File: config.mk
export PLATFORM = sky130hd
export DESIGN_NAME = forth_core
export DESIGN_NICKNAME = d
export VERILOG_FILES = /design/src/forth_pkg.sv /design/src/xt_if.sv /design/src/forth_core.sv /design/src/inner_interp.sv /design/src/outer_interp.sv /design/src/uart_tx.sv /design/src/uart_rx.sv
export VERILOG_INCLUDE_DIRS = /design/src
export SDC_FILE = /design/constraint.sdc
export NUM_CORES = 1
export LEC_CHECK = 0
export BUFFER_PORTS_ARGS = -buffer_cell sky130_fd_sc_hd__buf_4
export CAP_MARGIN = 10
export CORE_ASPECT_RATIO = 2
export CORE_MARGIN = 2
export CORE_UTILIZATION = 56
export CTS_CLUSTER_SIZE = 25
export DETAILED_ROUTE_END_ITERATION = 12
export PLACE_DENSITY = 0.78
export SETUP_SLACK_MARGIN = 0.02
export SYNTH_ARGS = -nofsm -noshare
export SYNTH_HDL_FRONTEND = slang
export SYNTH_SLANG_ARGS = --single-unit
File: constraint.sdc
create_clock -name clk -period 9.1 [get_ports clk]
set_clock_uncertainty 0.1 [all_clocks]
set_input_delay 0.455 -clock clk [delete_from_list [all_inputs] [get_ports clk]]
set_output_delay 0.455 -clock clk [all_outputs]
set_load 0.05 [all_outputs]
File: src/forth_settings.svh
//////////////////////////////////////////////////
// global sizes for the forth processor
// stack, rom and token queue depths
// serial bit timing and delay loop count
//////////////////////////////////////////////////

`ifndef FORTH_SETTINGS_SVH
`define FORTH_SETTINGS_SVH

// data stack and rom cell
`define CELL_WIDTH 32
`define OPCODE_WIDTH 16
`define DSTACK_DEPTH 16

// boot rom
`define ROM_DEPTH 64
`define ADDR_WIDTH 6

// tokens per typed line
`define XT_QUEUE_DEPTH 8

// serial link, clocks per bit
`define CLKS_PER_BIT 16

// start value of the del countdown
`define DELAY_COUNT 20

`endif
File: src/forth_pkg.sv
//////////////////////////////////////////////////
// shared forth types
// opcode enumeration, rom cell union, token type
//////////////////////////////////////////////////

`include "forth_settings.svh"

package forth_pkg;

	// inner interpreter opcodes
	// execute must stay at code zero
	typedef enum logic [`OPCODE_WIDTH-1:0] {
		op_execute,
		op_lit,
		op_number,
		op_branch,
		op_zbranch,
		op_plus,
		op_minus,
		op_dup,
		op_drop,
		op_over,
		op_equal,
		op_zero_equal,
		op_and,
		op_or,
		op_emit,
		op_io_led
	} op_e;

	// one rom cell, read as an operation or as a raw value
	// literal and branch target cells use the value view
	typedef union packed {
		struct packed {
			logic [`CELL_WIDTH-`OPCODE_WIDTH-1:0] upper;
			op_e op;
		} op_view;
		logic [`CELL_WIDTH-1:0] value;
	} cell_u;

	// execution token, a rom address
	typedef logic [`ADDR_WIDTH-1:0] xt_t;

endpackage

File: src/xt_if.sv
//////////////////////////////////////////////////
// token link between the two interpreters
// head token, valid level, take pulse, number
//////////////////////////////////////////////////

`timescale 1ns/100ps
`include "forth_settings.svh"

interface xt_if
	import forth_pkg::*;
();
	// high while execute phase has tokens left
	logic xt_valid;
	// head of the token queue
	xt_t xt;
	// last parsed digit
	logic [`CELL_WIDTH-1:0] number;
	// pops the head, one cycle
	logic xt_take;

	modport outer (output xt_valid, output xt, output number, input xt_take);
	modport inner (input xt_valid, input xt, input number, output xt_take);

endinterface

File: src/forth_core.sv
//////////////////////////////////////////////////
// forth processor top level
// serial links and both interpreters
//////////////////////////////////////////////////

`timescale 1ns/100ps

module forth_core (
	input  logic clk,
	input  logic reset,
	input  logic rx,
	output logic tx,
	output logic led_r,
	output logic led_g,
	output logic led_b
);
	logic [7:0] rx_byte;
	logic rx_valid;
	logic [7:0] tx_byte;
	logic tx_start;
	logic tx_busy;

	// tokens from outer to inner interpreter
	xt_if u_xt ();

	uart_rx u_uart_rx (
		.clk      (clk),
		.reset    (reset),
		.rx       (rx),
		.rx_byte  (rx_byte),
		.rx_valid (rx_valid)
	);

	outer_interp u_outer (
		.clk      (clk),
		.reset    (reset),
		.rx_byte  (rx_byte),
		.rx_valid (rx_valid),
		.xt_port  (u_xt.outer)
	);

	inner_interp u_inner (
		.clk      (clk),
		.reset    (reset),
		.xt_port  (u_xt.inner),
		.tx_byte  (tx_byte),
		.tx_start (tx_start),
		.tx_busy  (tx_busy),
		.led_r    (led_r),
		.led_g    (led_g),
		.led_b    (led_b)
	);

	uart_tx u_uart_tx (
		.clk      (clk),
		.reset    (reset),
		.tx_byte  (tx_byte),
		.tx_start (tx_start),
		.tx       (tx),
		.tx_busy  (tx_busy)
	);

endmodule

File: src/inner_interp.sv
//////////////////////////////////////////////////
// inner interpreter
// boot rom image, data stack
// fetch and execute engine, led and emit control
//////////////////////////////////////////////////

`timescale 1ns/100ps
`include "forth_settings.svh"

module inner_interp
	import forth_pkg::*;
(
	input  logic       clk,
	input  logic       reset,
	xt_if.inner        xt_port,
	output logic [7:0] tx_byte,
	output logic       tx_start,
	input  logic       tx_busy,
	output logic       led_r,
	output logic       led_g,
	output logic       led_b
);
	localparam int sp_w = $clog2(`DSTACK_DEPTH);
	localparam logic [`CELL_WIDTH-1:0] true_cell = '1;
	localparam logic [`CELL_WIDTH-1:0] false_cell = '0;

	localparam logic [1:0] s_fetch = 2'd0;
	localparam logic [1:0] s_operand = 2'd1;
	localparam logic [1:0] s_emit = 2'd2;

	//////////////////////////////////////////////////
	// boot rom image
	//////////////////////////////////////////////////

	function automatic cell_u boot_cell(input logic [`ADDR_WIDTH-1:0] addr);
		cell_u c;
		c.value = '0;
		case (addr)
			0: c.op_view.op = op_execute;
			// unknown word prints ?
			1: c.op_view.op = op_lit;
			2: c.value = `CELL_WIDTH'(63);
			3: c.op_view.op = op_emit;
			4: c.op_view.op = op_branch;
			// red
			6: c.op_view.op = op_lit;
			7: c.value = `CELL_WIDTH'(4);
			8: c.op_view.op = op_io_led;
			9: c.op_view.op = op_branch;
			// green
			11: c.op_view.op = op_lit;
			12: c.value = `CELL_WIDTH'(1);
			13: c.op_view.op = op_io_led;
			14: c.op_view.op = op_branch;
			// blue
			16: c.op_view.op = op_lit;
			17: c.value = `CELL_WIDTH'(2);
			18: c.op_view.op = op_io_led;
			19: c.op_view.op = op_branch;
			// parsed digit
			21: c.op_view.op = op_number;
			22: c.op_view.op = op_branch;
			// led word
			24: c.op_view.op = op_io_led;
			25: c.op_view.op = op_branch;
			// del countdown
			27: c.op_view.op = op_lit;
			28: c.value = `CELL_WIDTH'(`DELAY_COUNT);
			29: c.op_view.op = op_lit;
			30: c.value = `CELL_WIDTH'(1);
			31: c.op_view.op = op_minus;
			32: c.op_view.op = op_dup;
			33: c.op_view.op = op_zero_equal;
			34: c.op_view.op = op_zbranch;
			35: c.value = `CELL_WIDTH'(29);
			36: c.op_view.op = op_drop;
			37: c.op_view.op = op_branch;
			// branch targets back to 0 stay zero
			default: c.value = '0;
		endcase
		return c;
	endfunction

	cell_u rom [`ROM_DEPTH];
	logic [`CELL_WIDTH-1:0] dstack [`DSTACK_DEPTH];
	// item count, one wider than the index
	logic [sp_w:0] dsp;
	logic [sp_w-1:0] push_idx;
	logic [sp_w-1:0] top_idx;
	logic [sp_w-1:0] nos_idx;
	logic [`CELL_WIDTH-1:0] tos;
	logic [`CELL_WIDTH-1:0] nos;
	xt_t pc;
	logic [1:0] state;
	op_e cur_op;
	op_e pending_op;
	logic take_branch;
	logic [`CELL_WIDTH-1:0] operand;

	assign push_idx = dsp[sp_w-1:0];
	assign top_idx = push_idx - 1'b1;
	assign nos_idx = push_idx - 2'd2;
	assign tos = dstack[top_idx];
	assign nos = dstack[nos_idx];

	// the same cell seen two ways
	assign cur_op = rom[pc].op_view.op;
	assign operand = rom[pc].value;

	// pop the token in the cycle the jump happens
	assign xt_port.xt_take = (state == s_fetch) && (cur_op == op_execute) && xt_port.xt_valid;

	//////////////////////////////////////////////////
	// fetch and execute
	//////////////////////////////////////////////////

	always_ff @(posedge clk) begin
		if (!reset) begin
			for (int i = 0; i < `ROM_DEPTH; i++) begin
				rom[i] <= boot_cell(`ADDR_WIDTH'(i));
			end
			pc <= '0;
			dsp <= '0;
			state <= s_fetch;
			pending_op <= op_execute;
			take_branch <= 1'b0;
			tx_start <= 1'b0;
			led_r <= 1'b1;
			led_g <= 1'b1;
			led_b <= 1'b1;
		end else begin
			case (state)
				s_fetch: begin
					pc <= pc + 1'b1;
					case (cur_op)
						op_execute: begin
							// hold until a token shows up
							if (xt_port.xt_valid) begin
								pc <= xt_port.xt;
							end else begin
								pc <= pc;
							end
						end
						op_lit, op_branch: begin
							pending_op <= cur_op;
							state <= s_operand;
						end
						op_zbranch: begin
							pending_op <= cur_op;
							take_branch <= tos == '0;
							dsp <= dsp - 1'b1;
							state <= s_operand;
						end
						op_number: begin
							dstack[push_idx] <= xt_port.number;
							dsp <= dsp + 1'b1;
						end
						op_plus: begin
							dstack[nos_idx] <= nos + tos;
							dsp <= dsp - 1'b1;
						end
						op_minus: begin
							dstack[nos_idx] <= nos - tos;
							dsp <= dsp - 1'b1;
						end
						op_dup: begin
							dstack[push_idx] <= tos;
							dsp <= dsp + 1'b1;
						end
						op_drop: dsp <= dsp - 1'b1;
						op_over: begin
							dstack[push_idx] <= nos;
							dsp <= dsp + 1'b1;
						end
						op_equal: begin
							dstack[nos_idx] <= (nos == tos) ? true_cell : false_cell;
							dsp <= dsp - 1'b1;
						end
						op_zero_equal: dstack[top_idx] <= (tos == '0) ? true_cell : false_cell;
						op_and: begin
							dstack[nos_idx] <= nos & tos;
							dsp <= dsp - 1'b1;
						end
						op_or: begin
							dstack[nos_idx] <= nos | tos;
							dsp <= dsp - 1'b1;
						end
						op_emit: begin
							// wait out a frame still on the line
							if (tx_busy) begin
								pc <= pc;
							end else begin
								tx_byte <= tos[7:0];
								tx_start <= 1'b1;
								dsp <= dsp - 1'b1;
								state <= s_emit;
							end
						end
						op_io_led: begin
							// leds are active low
							led_g <= ~tos[0];
							led_b <= ~tos[1];
							led_r <= ~tos[2];
							dsp <= dsp - 1'b1;
						end
						default: ;
					endcase
				end
				s_operand: begin
					// second cycle of lit and branches
					state <= s_fetch;
					if (pending_op == op_lit) begin
						dstack[push_idx] <= operand;
						dsp <= dsp + 1'b1;
						pc <= pc + 1'b1;
					end else if ((pending_op == op_branch) || take_branch) begin
						pc <= operand[`ADDR_WIDTH-1:0];
					end else begin
						pc <= pc + 1'b1;
					end
				end
				default: begin
					tx_start <= 1'b0;
					// busy rises one cycle after the start pulse
					if (!tx_start && !tx_busy) begin
						state <= s_fetch;
					end
				end
			endcase
		end
	end

	// stack count stays inside the stack
	a_dsp_range: assert property (@(posedge clk) disable iff (!reset)
		dsp <= (sp_w + 1)'(`DSTACK_DEPTH));

	// no new frame while the transmitter is busy
	a_tx_start_idle: assert property (@(posedge clk) disable iff (!reset)
		$rose(tx_start) |-> !tx_busy);

endmodule

File: src/outer_interp.sv
//////////////////////////////////////////////////
// outer interpreter
// word parser and dictionary search
// single digit numbers, token queue per line
//////////////////////////////////////////////////

`timescale 1ns/100ps
`include "forth_settings.svh"

module outer_interp
	import forth_pkg::*;
(
	input  logic       clk,
	input  logic       reset,
	input  logic [7:0] rx_byte,
	input  logic       rx_valid,
	xt_if.outer        xt_port
);
	localparam int q_w = $clog2(`XT_QUEUE_DEPTH);
	localparam int n_dict = 5;

	localparam logic [1:0] s_collect = 2'd0;
	localparam logic [1:0] s_search = 2'd1;
	localparam logic [1:0] s_execute = 2'd2;

	// dictionary, three char prefix plus full word length
	localparam logic [23:0] dict_name [n_dict] = '{"red", "gre", "blu", "led", "del"};
	localparam logic [2:0] dict_len [n_dict] = '{3'd3, 3'd5, 3'd4, 3'd3, 3'd3};
	localparam xt_t dict_xt [n_dict] = '{xt_t'(6), xt_t'(11), xt_t'(16), xt_t'(24), xt_t'(27)};

	// rom routines for numbers and unknown words
	localparam xt_t xt_number = xt_t'(21);
	localparam xt_t xt_unknown = xt_t'(1);

	logic [1:0] state;
	logic [2:0] word_len;
	logic [23:0] word_chars;
	logic line_end;
	logic [2:0] dict_idx;
	xt_t xt_queue [`XT_QUEUE_DEPTH];
	logic [q_w:0] wr_ptr;
	logic [q_w:0] rd_ptr;
	logic is_eol;
	logic is_space;
	logic word_hit;
	logic is_digit;
	xt_t new_xt;

	// cr, lf, vt, ff all end a line
	assign is_eol = (rx_byte >= 8'd10) && (rx_byte <= 8'd13);
	assign is_space = rx_byte == 8'h20;

	// prefix must match, length may run up to the full word
	assign word_hit = (word_chars == dict_name[dict_idx]) && (word_len <= dict_len[dict_idx]);
	assign is_digit = (word_len == 3'd1) && (word_chars[23:16] >= "0")
		&& (word_chars[23:16] <= "9");
	assign new_xt = word_hit ? dict_xt[dict_idx] : (is_digit ? xt_number : xt_unknown);

	// queue head shown only while executing
	assign xt_port.xt_valid = (state == s_execute) && (rd_ptr != wr_ptr);
	assign xt_port.xt = xt_queue[rd_ptr[q_w-1:0]];

	always_ff @(posedge clk) begin
		if (!reset) begin
			state <= s_collect;
			word_len <= '0;
			word_chars <= '0;
			line_end <= 1'b0;
			dict_idx <= '0;
			wr_ptr <= '0;
			rd_ptr <= '0;
		end else begin
			case (state)
				s_collect: begin
					if (rx_valid && (is_eol || is_space)) begin
						line_end <= is_eol;
						dict_idx <= '0;
						// skip empty words
						if (word_len != 3'd0) begin
							state <= s_search;
						end else if (is_eol) begin
							state <= s_execute;
						end
					end else if (rx_valid) begin
						// keep the first three chars
						case (word_len)
							3'd0: word_chars[23:16] <= rx_byte;
							3'd1: word_chars[15:8] <= rx_byte;
							3'd2: word_chars[7:0] <= rx_byte;
							default: ;
						endcase
						// saturating length
						if (word_len != 3'd7) begin
							word_len <= word_len + 1'b1;
						end
					end
				end
				s_search: begin
					// one entry per cycle
					if (word_hit || (dict_idx == 3'(n_dict - 1))) begin
						// extra tokens beyond the queue are lost
						if (wr_ptr < (q_w + 1)'(`XT_QUEUE_DEPTH)) begin
							xt_queue[wr_ptr[q_w-1:0]] <= new_xt;
							wr_ptr <= wr_ptr + 1'b1;
						end
						if (!word_hit && is_digit) begin
							xt_port.number <= {{(`CELL_WIDTH - 4){1'b0}}, word_chars[19:16]};
						end
						word_len <= '0;
						word_chars <= '0;
						state <= line_end ? s_execute : s_collect;
					end else begin
						dict_idx <= dict_idx + 1'b1;
					end
				end
				default: begin
					// incoming chars are dropped here
					if (xt_port.xt_take) begin
						rd_ptr <= rd_ptr + 1'b1;
					end else if (rd_ptr == wr_ptr) begin
						rd_ptr <= '0;
						wr_ptr <= '0;
						state <= s_collect;
					end
				end
			endcase
		end
	end

endmodule

File: src/uart_tx.sv
//////////////////////////////////////////////////
// serial transmitter, 8N1
// frame shifter with busy level
//////////////////////////////////////////////////

`timescale 1ns/100ps
`include "forth_settings.svh"

module uart_tx (
	input  logic       clk,
	input  logic       reset,
	input  logic [7:0] tx_byte,
	input  logic       tx_start,
	output logic       tx,
	output logic       tx_busy
);
	localparam int cnt_w = $clog2(`CLKS_PER_BIT);
	localparam logic [cnt_w-1:0] last_cnt = cnt_w'(`CLKS_PER_BIT - 1);

	// data bits then stop bit
	logic [8:0] frame;
	logic [3:0] bit_cnt;
	logic [cnt_w-1:0] clk_cnt;

	always_ff @(posedge clk) begin
		if (!reset) begin
			tx <= 1'b1;
			tx_busy <= 1'b0;
			bit_cnt <= '0;
			clk_cnt <= '0;
		end else if (!tx_busy) begin
			if (tx_start) begin
				// start bit goes out right away
				tx <= 1'b0;
				frame <= {1'b1, tx_byte};
				tx_busy <= 1'b1;
				bit_cnt <= '0;
				clk_cnt <= '0;
			end
		end else if (clk_cnt == last_cnt) begin
			clk_cnt <= '0;
			if (bit_cnt == 4'd9) begin
				// ten bit times done
				tx <= 1'b1;
				tx_busy <= 1'b0;
			end else begin
				tx <= frame[0];
				frame <= {1'b1, frame[8:1]};
				bit_cnt <= bit_cnt + 1'b1;
			end
		end else begin
			clk_cnt <= clk_cnt + 1'b1;
		end
	end

endmodule

File: src/uart_rx.sv
//////////////////////////////////////////////////
// serial receiver, 8N1
// start detect, mid bit sampling, byte strobe
//////////////////////////////////////////////////

`timescale 1ns/100ps
`include "forth_settings.svh"

module uart_rx (
	input  logic       clk,
	input  logic       reset,
	input  logic       rx,
	output logic [7:0] rx_byte,
	output logic       rx_valid
);
	localparam int cnt_w = $clog2(`CLKS_PER_BIT);
	localparam logic [cnt_w-1:0] last_cnt = cnt_w'(`CLKS_PER_BIT - 1);
	localparam logic [cnt_w-1:0] half_cnt = cnt_w'(`CLKS_PER_BIT / 2 - 1);

	localparam logic [1:0] s_idle = 2'd0;
	localparam logic [1:0] s_start = 2'd1;
	localparam logic [1:0] s_data = 2'd2;
	localparam logic [1:0] s_stop = 2'd3;

	logic [1:0] rx_sync;
	logic [1:0] state;
	logic [cnt_w-1:0] clk_cnt;
	logic [2:0] bit_idx;
	logic [7:0] shift;

	// byte is complete when the strobe fires
	assign rx_byte = shift;

	always_ff @(posedge clk) begin
		if (!reset) begin
			rx_sync <= 2'b11;
			state <= s_idle;
			clk_cnt <= '0;
			bit_idx <= '0;
			rx_valid <= 1'b0;
		end else begin
			rx_sync <= {rx_sync[0], rx};
			rx_valid <= 1'b0;
			case (state)
				s_idle: begin
					// falling start edge
					if (!rx_sync[1]) begin
						clk_cnt <= '0;
						state <= s_start;
					end
				end
				s_start: begin
					if (clk_cnt == half_cnt) begin
						clk_cnt <= '0;
						bit_idx <= '0;
						// glitch check at mid start bit
						state <= rx_sync[1] ? s_idle : s_data;
					end else begin
						clk_cnt <= clk_cnt + 1'b1;
					end
				end
				s_data: begin
					if (clk_cnt == last_cnt) begin
						clk_cnt <= '0;
						// lsb first
						shift <= {rx_sync[1], shift[7:1]};
						bit_idx <= bit_idx + 1'b1;
						if (bit_idx == 3'd7) begin
							state <= s_stop;
						end
					end else begin
						clk_cnt <= clk_cnt + 1'b1;
					end
				end
				default: begin
					if (clk_cnt == last_cnt) begin
						clk_cnt <= '0;
						// framing error drops the byte
						rx_valid <= rx_sync[1];
						state <= s_idle;
					end else begin
						clk_cnt <= clk_cnt + 1'b1;
					end
				end
			endcase
		end
	end

	// the byte strobe never stretches
	a_rx_valid_pulse: assert property (@(posedge clk) disable iff (!reset)
		rx_valid |=> !rx_valid);

endmodule

Word level (Yosys, flattened, before mapping)
Memory sizes are Yosys's and may differ from the RTL's. A register that Yosys moved wholly into a read port is not among the register bits.
Cells that the tools add are included.
- latch bits: 0
- bits in writable memories: 2608
- output and inout port bits: 4
- memories: 6
- logic and storage cells: 372
- ROM bits: 264
- bits in registers: 126
- bitwise operators: 19
- add/sub/neg operators: 15
- div/mod/pow operators: 0
- reduce and logical (&&, ||, !) cells: 63
- magnitude comparators: 7
- shifts and indexed selects: 0
- mux-type cells: 169
- $mul: 0
- equality and inequality tests: 62
- memory list (name ; words ; width ; rd ports ; clocked after memory_dff ; write ports ; RTL line ; source):
    u_inner.rom ; 64 ; 32 ; 1 ; 1 ; 64 ; inner_interp.sv:84 ; cell_u rom [`ROM_DEPTH];
    u_inner.dstack ; 16 ; 32 ; 2 ; 0 ; 1 ; inner_interp.sv:85 ; logic [`CELL_WIDTH-1:0] dstack [`DSTACK_DEPTH];
    (no name shown) ; 8 ; 24 ; 1 ; 0 ; 0 ; outer_interp.sv:54 ; assign word_hit = (word_chars == dict_name[dict_idx]) && (word_len <= dict_len[dict_idx]);
    (no name shown) ; 8 ; 6 ; 1 ; 0 ; 0 ; outer_interp.sv:57 ; assign new_xt = word_hit ? dict_xt[dict_idx] : (is_digit ? xt_number : xt_unknown);
    u_outer.xt_queue ; 8 ; 6 ; 1 ; 1 ; 1 ; outer_interp.sv:40 ; xt_t xt_queue [`XT_QUEUE_DEPTH];
    (no name shown) ; 8 ; 3 ; 1 ; 0 ; 0 ; outer_interp.sv:54 ;
- operator list (cell ; number):
    $mux W32 ; 18
    $mux W16 ; 11
    $eq A16 B4 Y1 const B ; 8
    $mux W24 ; 5
    $eq A16 B3 Y1 const B ; 4
    $mux W4 ; 16
    $reduce_or A32 Y1 ; 2
    $mux W1 ; 58
    $mux W6 ; 9
    $eq A16 B2 Y1 const B ; 3
    $pmux W24 S2 ; 1
    $mux W3 ; 12
    $mux W9 ; 4
    $reduce_and A5 Y1 ; 7
    $add A32 B32 Y32 ; 1
    $and A32 B32 Y32 ; 1
    $eq A16 B1 Y1 const B ; 2
    $eq A32 B32 Y1 ; 1
    $logic_not A32 Y1 ; 1
    $or A32 B32 Y32 ; 1
    $sub A32 B32 Y32 ; 1
    $mux W2 ; 15
    $eq A24 B24 Y1 ; 1
    $mux W8 ; 3
    57 further kinds ; 150

Longest topological paths before layout
Gate-level depths: netlist of the first run.
- word-level depth: 12
- gate-level depth with buffers: 28
- gate-level depth less buffers: 21

Hierarchy
From an unflattened synthesis of the first run, not the netlist that was laid out.
- cells, all modules: 2776
- area, all modules: 37851.3 um^2
- modules (own cells, without submodules) (module ; times used ; cells each ; area each (um^2)):
    inner_interp ; 1 ; 2218 ; 31627.8
    outer_interp ; 1 ; 399 ; 4463.0
    uart_rx ; 1 ; 80 ; 895.9
    uart_tx ; 1 ; 79 ; 864.6

Least setup slack after synthesis of the first run
No wires, ideal clock.
- path type: reg2reg
- start: register u_inner.dsp[1]
- end: memory u_inner.dstack[0][1] (netlist bit) (data pin)
- setup time: 0.330 ns
- cell stages (with the launch flop): 21
- arrival time: 6.726 ns
- buffers on the path: 7
- slack: 1.943 ns
- period minus slack after synthesis: 7.157 ns
- path through: dfxtp_1 -> clkbuf_1 -> buf_1 -> clkbuf_1 -> inv_1 -> ha_1 -> xor2_1 -> buf_2 -> buf_2 -> mux4_2 -> ha_1 -> clkbuf_1 -> and3_1 -> nand4_1 -> or4b_2 -> nor4_1 -> a31o_2 -> buf_2 -> or2_2 -> o21ai_0 -> o21ai_0
- longest elaborated chain between the ends: 9
- elaborated cells between the ends (all ways): 20
- those cells by class: add/sub: 4; eq/ne: 1; mux: 11; bitwise: 2; reduce/logical: 1; memory: 1
- RTL lines (what ; RTL line ; source):
    start: declaration ; inner_interp.sv:87 ; logic [sp_w:0] dsp;
    start signal: assignment ; inner_interp.sv:151 ; dsp <= dsp - 1'b1;
    start signal: assignment ; inner_interp.sv:156 ; dsp <= dsp + 1'b1;
    start signal: assignment ; inner_interp.sv:160 ; dsp <= dsp - 1'b1;
    $sub A4 B2 Y4 / $sub A4 B1 Y4 (equally long branches) ; inner_interp.sv:102, inner_interp.sv:101 ;
    $mem_v2 Z16 W32 * ; n/a ;
    $add A32 B32 Y32, or another cell as far along ; inner_interp.sv:159 ; dstack[nos_idx] <= nos + tos;
    $mux W32, on equally long branches ; n/a ;
    $mux W32 (no line) (4 in a row) ; n/a ;
    $mux W32 (no line) * ; n/a ;
    end: declaration ; inner_interp.sv:85 ;
Mark *: on every way between the ends. The rest lies on a longest branch, timed or not.

Worst setup path in the final report of the first run
- start: register u_inner.dsp[0]
- end: memory u_inner.dstack[2][30] (netlist bit) (data pin)
The elaborated chain is that of the path after synthesis.

==> results of run 1 <==
==> cells in the final DEF (no fill, tap or decap), drive strengths merged, types with 24 or more instances in the layout <==
cell / instances
a21oi: 143
a221oi: 24
a22oi: 28
buf: 62
clkbuf: 66
dfxtp: 95
edfxtp: 580
ha: 134
inv: 127
mux2i: 35
mux4: 326
nand2: 140
nand3: 76
nor2: 129
nor3: 53
o21ai: 99
xnor2: 38
==> stage by stage <==
stage                     hold slack (ps)  utilization (%)  instances
final                                 196             60.8       3420
after global routing                  194             60.8       3420
after floorplan                       286                -       2543
after detailed placement              315             57.9       3315
after CTS                             160             60.8       3419
after global placement                302             57.9       3315
==> flip-flops by register name, indices dropped and copies added (netlist names), 3 cells and up, named ones only <==
signal and cells:
u_inner.dsp 4, u_inner.dstack 512, u_inner.pc 6, u_inner.pending_op 6, u_inner.tx_byte 8, u_outer.dict_idx 3
u_outer.rd_ptr 4, u_outer.word_chars 24, u_outer.word_len 3, u_outer.wr_ptr 4, u_outer.xt_port.number 4, u_outer.xt_queue 40
u_uart_rx.bit_idx 3, u_uart_rx.clk_cnt 4, u_uart_rx.rx_byte 8, u_uart_tx.bit_cnt 4, u_uart_tx.clk_cnt 4, u_uart_tx.frame 8
==> logic make-up (layout without fill, tap and decap cells) <==
| kind of cell | after synthesis | in the layout | share of synthesized area (%) |
|---|---|---|---|
| compound gates | 465 | 465 | 8.27 |
| flops | 675 | 675 | 53.1 |
| xor+xnor | 57 | 57 | 1.37 |
| mux | 377 | 377 | 21.7 |
| buf+inv | 285 | 291 | 3.31 |
| fa+ha+maj | 136 | 136 | 4.72 |
| simple gates | 548 | 548 | 7.52 |
==> repair_timing <==
| action | CTS | global route |
|---|---|---|
| buffers inserted | 0 | 0 |
| hold buffers | 1 | 0 |
| endpoints found under the hold margin | 1 | 0 |
==> cell type report <==
cell class | instances | area, um^2 | area share, %
sequential | 675 | 19300 | 49.2
timing repair buffer | 63 | 500 | 1.27
inverter | 125 | 469 | 1.19
clock inverter | 37 | 379 | 0.965
multi-input combinational | 1583 | 16000 | 40.7
clock buffer | 66 | 1520 | 3.88
tap | 871 | 1090 | 2.77
==> worst max-delay path by stage <==
stage,to,slack [ps],cells after the start
6_report,u_inner.dstack[2][30]$_DFFE_PP_,1070,19
2_1_floorplan,u_inner.dstack[0][1]$_DFFE_PP_,1940,20
5_1_grt,u_inner.dstack[2][30]$_DFFE_PP_,770,19
3_5_place_dp,u_inner.dstack[7][17]$_DFFE_PP_,1270,14
4_1_cts,u_inner.dstack[14][17]$_DFFE_PP_,1220,14
3_3_place_gp,u_inner.dstack[6][17]$_DFFE_PP_,1360,14
==> per-layer routing <==
metal / GRT usage, % / vias up / routed length [um]
li1: - / 10000 / -
met3: 4.30 / 451 / 6320
met1: 32.2 / 12200 / 32900
met5: 0 / - / 0
met4: 23.4 / 0 / 9250
met2: 56.9 / 1322 / 54900
==> critical path, delay by kind of cell (launching register included) <==
kind | cells | cell delay [ps]
compound gates | 8 | 3220
mux | 3 | 1030
flops | 1 | 950
buf+inv | 3 | 950
simple gates | 3 | 770
fa+ha+maj | 2 | 460
==> impl_summary.md, run 1 <==
Run status
The run finished with clean final reports.

GRT
The global-route wire length before repair is ~150000 um. The global router's overall resource usage is between 30% and 40%. The largest net degree at the start of global routing is around 110. The via count of the first global-routing pass is 24900. The total congestion overflow is 0. The initial antenna violation count was 1.

Clock network
The H-tree generated during clock tree synthesis spans 2 levels. The clock slew seen by the registers of the worst setup and hold paths is 70 ps. The number of buffers added by the clock tree synthesis step is between 50 and 60. The number of sinks on the clock net is 675. Once the clock tree was built, the resizer swapped 0 gates to a different size.

Clock latency on the worst-skew pair, taken at its later pin, is 620 ps. In this run the deepest clock path goes through 3 buffers. The clock tree root driver cell is clkbuf_16.

The clock tree from TritonCTS is built.

Die
From bottom edge to top edge, the die measures roughly 360 um. The floorplan step defined a die boundary enclosing 67100 um^2. The floorplan step set the die width to approximately 180 um. The site row count is 132.

The starting density of the core is around 56%. The count of pins on the block boundary is 7. The placeable core region is 64600 um^2.

Layout
With fillers left out, the area of the finished cells amounts to 39300 um^2. The net count of the finished layout is 2643. In the final layout, the share of cells above drive strength 1 is 21.5%. Counting the fill cells in the layout gives 4637. Compared with the post-synthesis result, the final layout area differs by 8.05%. The final antenna diode count is 0.

Setup path
The critical path is of the reg -> reg type. The worst setup path is launched from a flop. Traced cell by cell, the critical path runs through buf_4 > mux4_2 > mux2_2 > o21ai_0 > inv_1 > ha_1 > inv_1 > fa_1 > o21bai_1 > a2111oi_0 > nor4_1 > o31ai_1 > o21ai_0 > a2111oi_0 > o31ai_1 > mux2i_1 > nand2_1 > o211ai_1 > nand4b_1. The worst path arrival time is roughly 8100 ps. Among all stages on the critical path, the largest delay is contributed by dfxtp_4.

The worst flop-to-flop path startpoint is u_inner.dsp[0]$_SDFFE_PN0P_. The launch point of the worst path is u_inner.dsp[0]$_SDFFE_PN0P_. At the worst endpoint, the required time is 9140 ps. The worst register-to-register path has a setup slack of approximately 1100 ps. The critical register-to-register path endpoint is u_inner.dstack[2][30]$_DFFE_PP_. The depth of the most critical reg-to-reg path is 19. On the worst path, the slowest cell contributes a delay of 950 ps. In this run the worst path has a maximum fanout of 47.

The kind of end point of the critical path is a flop.

Synthesis
By area the synthesized netlist is led by edfxtp_1 (48%), mux4_2 (20%), dfxtp_1 (5.2%), ha_1 (4.6%), a21oi_1 (2.0%). The most frequent cell after synthesis is edfxtp_1. The sequential area share after synthesis is between 50% and 60%. The Yosys step of the flow raised 0 warnings. The largest area contributor in the synthesized netlist is edfxtp_1.

Synthesis handed over a netlist of about 2500 instances. The synthesized design contains 675 register bits. In the synthesized netlist the async set-or-reset flop fraction comes to 0%.

Counting every net in the synthesized netlist gives 2682. The per-instance average area after synthesis is between 10 and 15 um^2. The cell area that synthesis handed to floorplanning was between 30000 and 40000 um^2. The area fraction of the dominant cell type after synthesis is 47.9%.

The number of enable-type register cells in the synthesized netlist is 580. Sorting the synthesized cells by how often they occur yields edfxtp_1 (580), mux4_2 (326), a21oi_1 (143). In the synthesized netlist the dominant register cell turns out to be edfxtp_1. Yosys mapped the design onto a little over 80 distinct sky130hd cell types.

Drt
In this run the remaining antenna-violating nets after routing total 0. For this block, the initial DRC count from the detailed router was 2519. After detailed routing, the number of remaining DRC violations is 0. The final wirelength is 103000 um. The mean number of vias per cell is about 7.0. Detailed routing inserted a total of 24000 vias.

The average wire length per cell after detail routing is 30.2 um. The first detailed-routing pass took 7 iterations.

Hold path
The critical hold path startpoint is reset. For hold timing, the worst endpoint is u_inner.led_g$_SDFFE_PN1P_. The count of cells along the worst hold path is 2. The tightest min-delay check is of the in -> reg type.

STA
The worst relative slew slack is 16.5%. The number of failing hold endpoints at the final stage is 0. The slew at the pin closest to its max-slew limit is 1240 ps.

For the final routed database, the setup TNS stands at 0 ps. Setup violations remaining at the end of the flow were counted as 0. The number of max-slew violations in the final report is 0. In the finished design, the share of the clock period the worst path needs comes to 88.2%.

Setup repair after global routing left no endpoint under its margin. Timing would allow up to 125 MHz. The post-route worst setup slack is roughly 1100 ps. For the finished layout, the period the worst path requires is 8030 ps.

Placement
The congestion estimate from routability-driven global placement came to between 1 and 1.5. The cell area reported after detailed placement is 37400 um^2. Detailed placement ended at an HPWL of 68300 um. The worst setup slack after placement is between 1000 and 1500 ps. In this run the tool buffered the top-level ports with 6 buffer cells.

Flow run
The max-cap check violation count is 0.
Power of run 1 is not shown: default switching activity piles up to over one toggle a cycle in this logic, so the estimate is an artifact.
==> run 2, diff against run 1 <==
CELL_PAD_IN_SITES_DETAIL_PLACEMENT = 0   (was default)
CELL_PAD_IN_SITES_GLOBAL_PLACEMENT = 1   (was default)
CORE_UTILIZATION = 55   (was 56)
PLACE_DENSITY = 0.87   (was 0.78)
==> impl_summary.md, run 2 (synthesized netlist as in run 1, its figures left out) <==
Setup path
The maximum net fanout on the critical path is 89 (+89%). The standard cell with the maximum stage delay on the critical path is a2111oi_0. STA classifies the critical path endpoint as a flop. The required time reported for the critical path endpoint is 9310 ps (+170 ps). The number of buffer and inverter stages on the critical path is 3 (unchanged). The worst path arrival time was 8230 ps (+160 ps). The gate family responsible for the most delay along the worst path is compound AO/OA/AOI/OAI gates. STA classifies the critical path startpoint as a flop.

The signal on the critical path passes through buf_12 > nand2_1 > nand2_1 > xor2_4 > buf_4 > mux4_2 > inv_1 > ha_1 > nor2_1 > o311ai_0 > a2111oi_0 > o211ai_1 > nand4_1 > a31oi_1 > o21ai_0 > o21ai_0 > xnor2_1 > a211o_1. The worst setup path is of the reg -> reg kind. The delay of the slowest cell on the worst path came to 1020 ps (+70 ps).

Clock network
The number of sinks on the clock net is 675 (unchanged). The clock latency at the later pin of the worst-skew pair was 640 ps (+20 ps). The total number of H-tree levels is 2 (unchanged). The post-cts sizing count is 0 (unchanged). The cell sitting at the root of the clock tree is a clkbuf_16. The count of buffers added by post-CTS timing repair for setup is 0 (unchanged). The number of buffers inserted by hold repair at cts is 1 (unchanged). TritonCTS built the clock tree.

The clock slew seen by the registers of the worst setup and hold paths is 70 ps (about the same). The worst-case clock buffer depth is 3 (unchanged). The number of buffers added by the clock tree synthesis step is 56 (unchanged).

Layout
The final core utilization was 60.1% (-0.70 points). The synthesis-to-finish area growth is 8.45%. The share of final-layout standard cells stronger than drive strength 1 came to 21.8% (+0.24 points). The net count of the finished layout was 2646 (+0.11%).

The largest register by flop count is u_inner.dstack. The library cells used most frequently in the layout, excluding fill and tap cells, are edfxtp_1 (580), mux4_2 (326), a21oi_1 (143), nand2_1 (140), ha_1 (132). The final antenna diode count is 0 (unchanged). The library cell used most frequently in the layout, excluding fill and tap cells, is edfxtp_1.

The flip-flop count of the largest register, all copies and words added was 512 (unchanged).

Die
The width of the chip is 186 um (+0.89%). The full die area is 68300 um^2 (+1.8%). The site row count is 133 (+0.76%). The vertical die dimension is 368 um (+0.89%).

The count of pins on the block boundary came to 7 (unchanged). The starting density of the core is 55.4% (-0.85 points). The placeable core region is 65600 um^2 (+1.5%).

Drt
The detailed-route DRC error count is 0 (unchanged). The final antenna-violating net count was 0 (unchanged). The average wire length per cell after detail routing came to 30.1 um (-0.29%). The total number of vias is 23800 (-0.61%). The detailed-router iteration count before antenna repair is 6 (-1). The final wirelength is 103000 um (about the same). The mean number of vias per cell is 6.95 (-0.90%). The number of DRC markers after the initial detailed-route iteration is 2561 (+1.7%).

GRT
The initial antenna violation count is 0 (-1). The global router's overall resource usage was 30.7% (-0.50 points). The total congestion overflow was 0 (unchanged).

The largest net degree at the start of global routing is 134 (+28%). The via count of the first global-routing pass is 24700 (-0.86%). The global-route wire length before repair came to 153000 um (-0.32%).

Flow run
The max-cap check violation count came to 0 (unchanged).

Placement
The routability congestion estimate from global placement is 0.962 (-6.0%). The worst setup slack after placement is 1360 ps (+85.1 ps). The count of buffers inserted at the top-level ports was 6 (unchanged).

The detailed placement HPWL is 67300 um (-1.5%).

STA
The worst-case hold slack is 78.1 ps (-118 ps). The final sum of negative setup slack was 0 ps (unchanged). The worst relative slew slack is 20.7% (+4.2 points). The number of failing setup endpoints in the final timing report is 0 (unchanged). The post-route worst setup slack is 1080 ps (+8.09 ps). The time the worst path needs with I/O delays and setup is 8020 ps (-8.09 ps).

The highest achievable clock rate came to 125 MHz (+0.10%). The share of the clock period used by the worst path after layout is 88.1% (-0.089 points). The slew at the pin closest to its max-slew limit was 1180 ps (-55.9 ps).

Setup repair after global routing left no endpoint under its margin. The number of max-slew violations in the final report is 0 (unchanged). The number of failing hold endpoints at the final stage was 0 (unchanged).

Run status
The flow ran to the end, and the final reports show no timing, DRC or antenna violations.

Hold path
The path class of the lowest-slack min-delay path is in -> reg.
-- run 2: worst paths after layout --
path / start / end / slack (ps) / cells past startpoint
worst max-delay path: u_inner.dsp[0]$_SDFFE_PN0P_ / u_inner.dstack[2][31]$_DFFE_PP_ / 1080 / 18
worst min-delay path: reset / u_outer.word_len[0]$_SDFFE_PN0P_ / 80 / 3
worst max register to register: u_inner.dsp[0]$_SDFFE_PN0P_ / u_inner.dstack[2][31]$_DFFE_PP_ / 1080 / 18
worst min register to register: u_uart_rx.rx_sync[0]$_SDFF_PN1_ / u_uart_rx.rx_sync[1]$_SDFF_PN1_ / 330 / 1
-- run 2: worst reg2reg max path: stages (launching register included) --
cell,delay (ps)
dfxtp_4,880
buf_12,620
nand2_1,140
nand2_1,190
xor2_4,420
buf_4,480
mux4_2,490
inv_1,130
ha_1,310
nor2_1,220
o311ai_0,370
a2111oi_0,1020
o211ai_1,480
nand4_1,330
a31oi_1,170
o21ai_0,290
o21ai_0,330
xnor2_1,230
a211o_1,510
-- run 2: cell type report --
class                   count  area, um^2
multi-input cells        1583       16000
clock inverters            36         432
repair buffers             66         536
clock buffers              68        1570
inverters                 125         469
well taps                 877        1100
fillers                  4883       26100
flip-flops and latches    675       19300
-- run 2: metrics by stage --
stage	std cells	instance area [um^2]
4_1_cts	3430	39400
3_3_place_gp	3325	37400
3_5_place_dp	3325	37400
2_1_floorplan	2543	36400
6_report	3430	39400
5_1_grt	3430	39400
-- run 2: routing by layer --
layer	GRT usage (%)	up-vias	routed length (um)
met5	0	-	0
met4	20.4	0	8100
met3	3.87	409	6860
met2	56.2	1257	55900
met1	32.3	12100	32500
li1	-	10000	-
Power of run 2 is left out for the same reason.
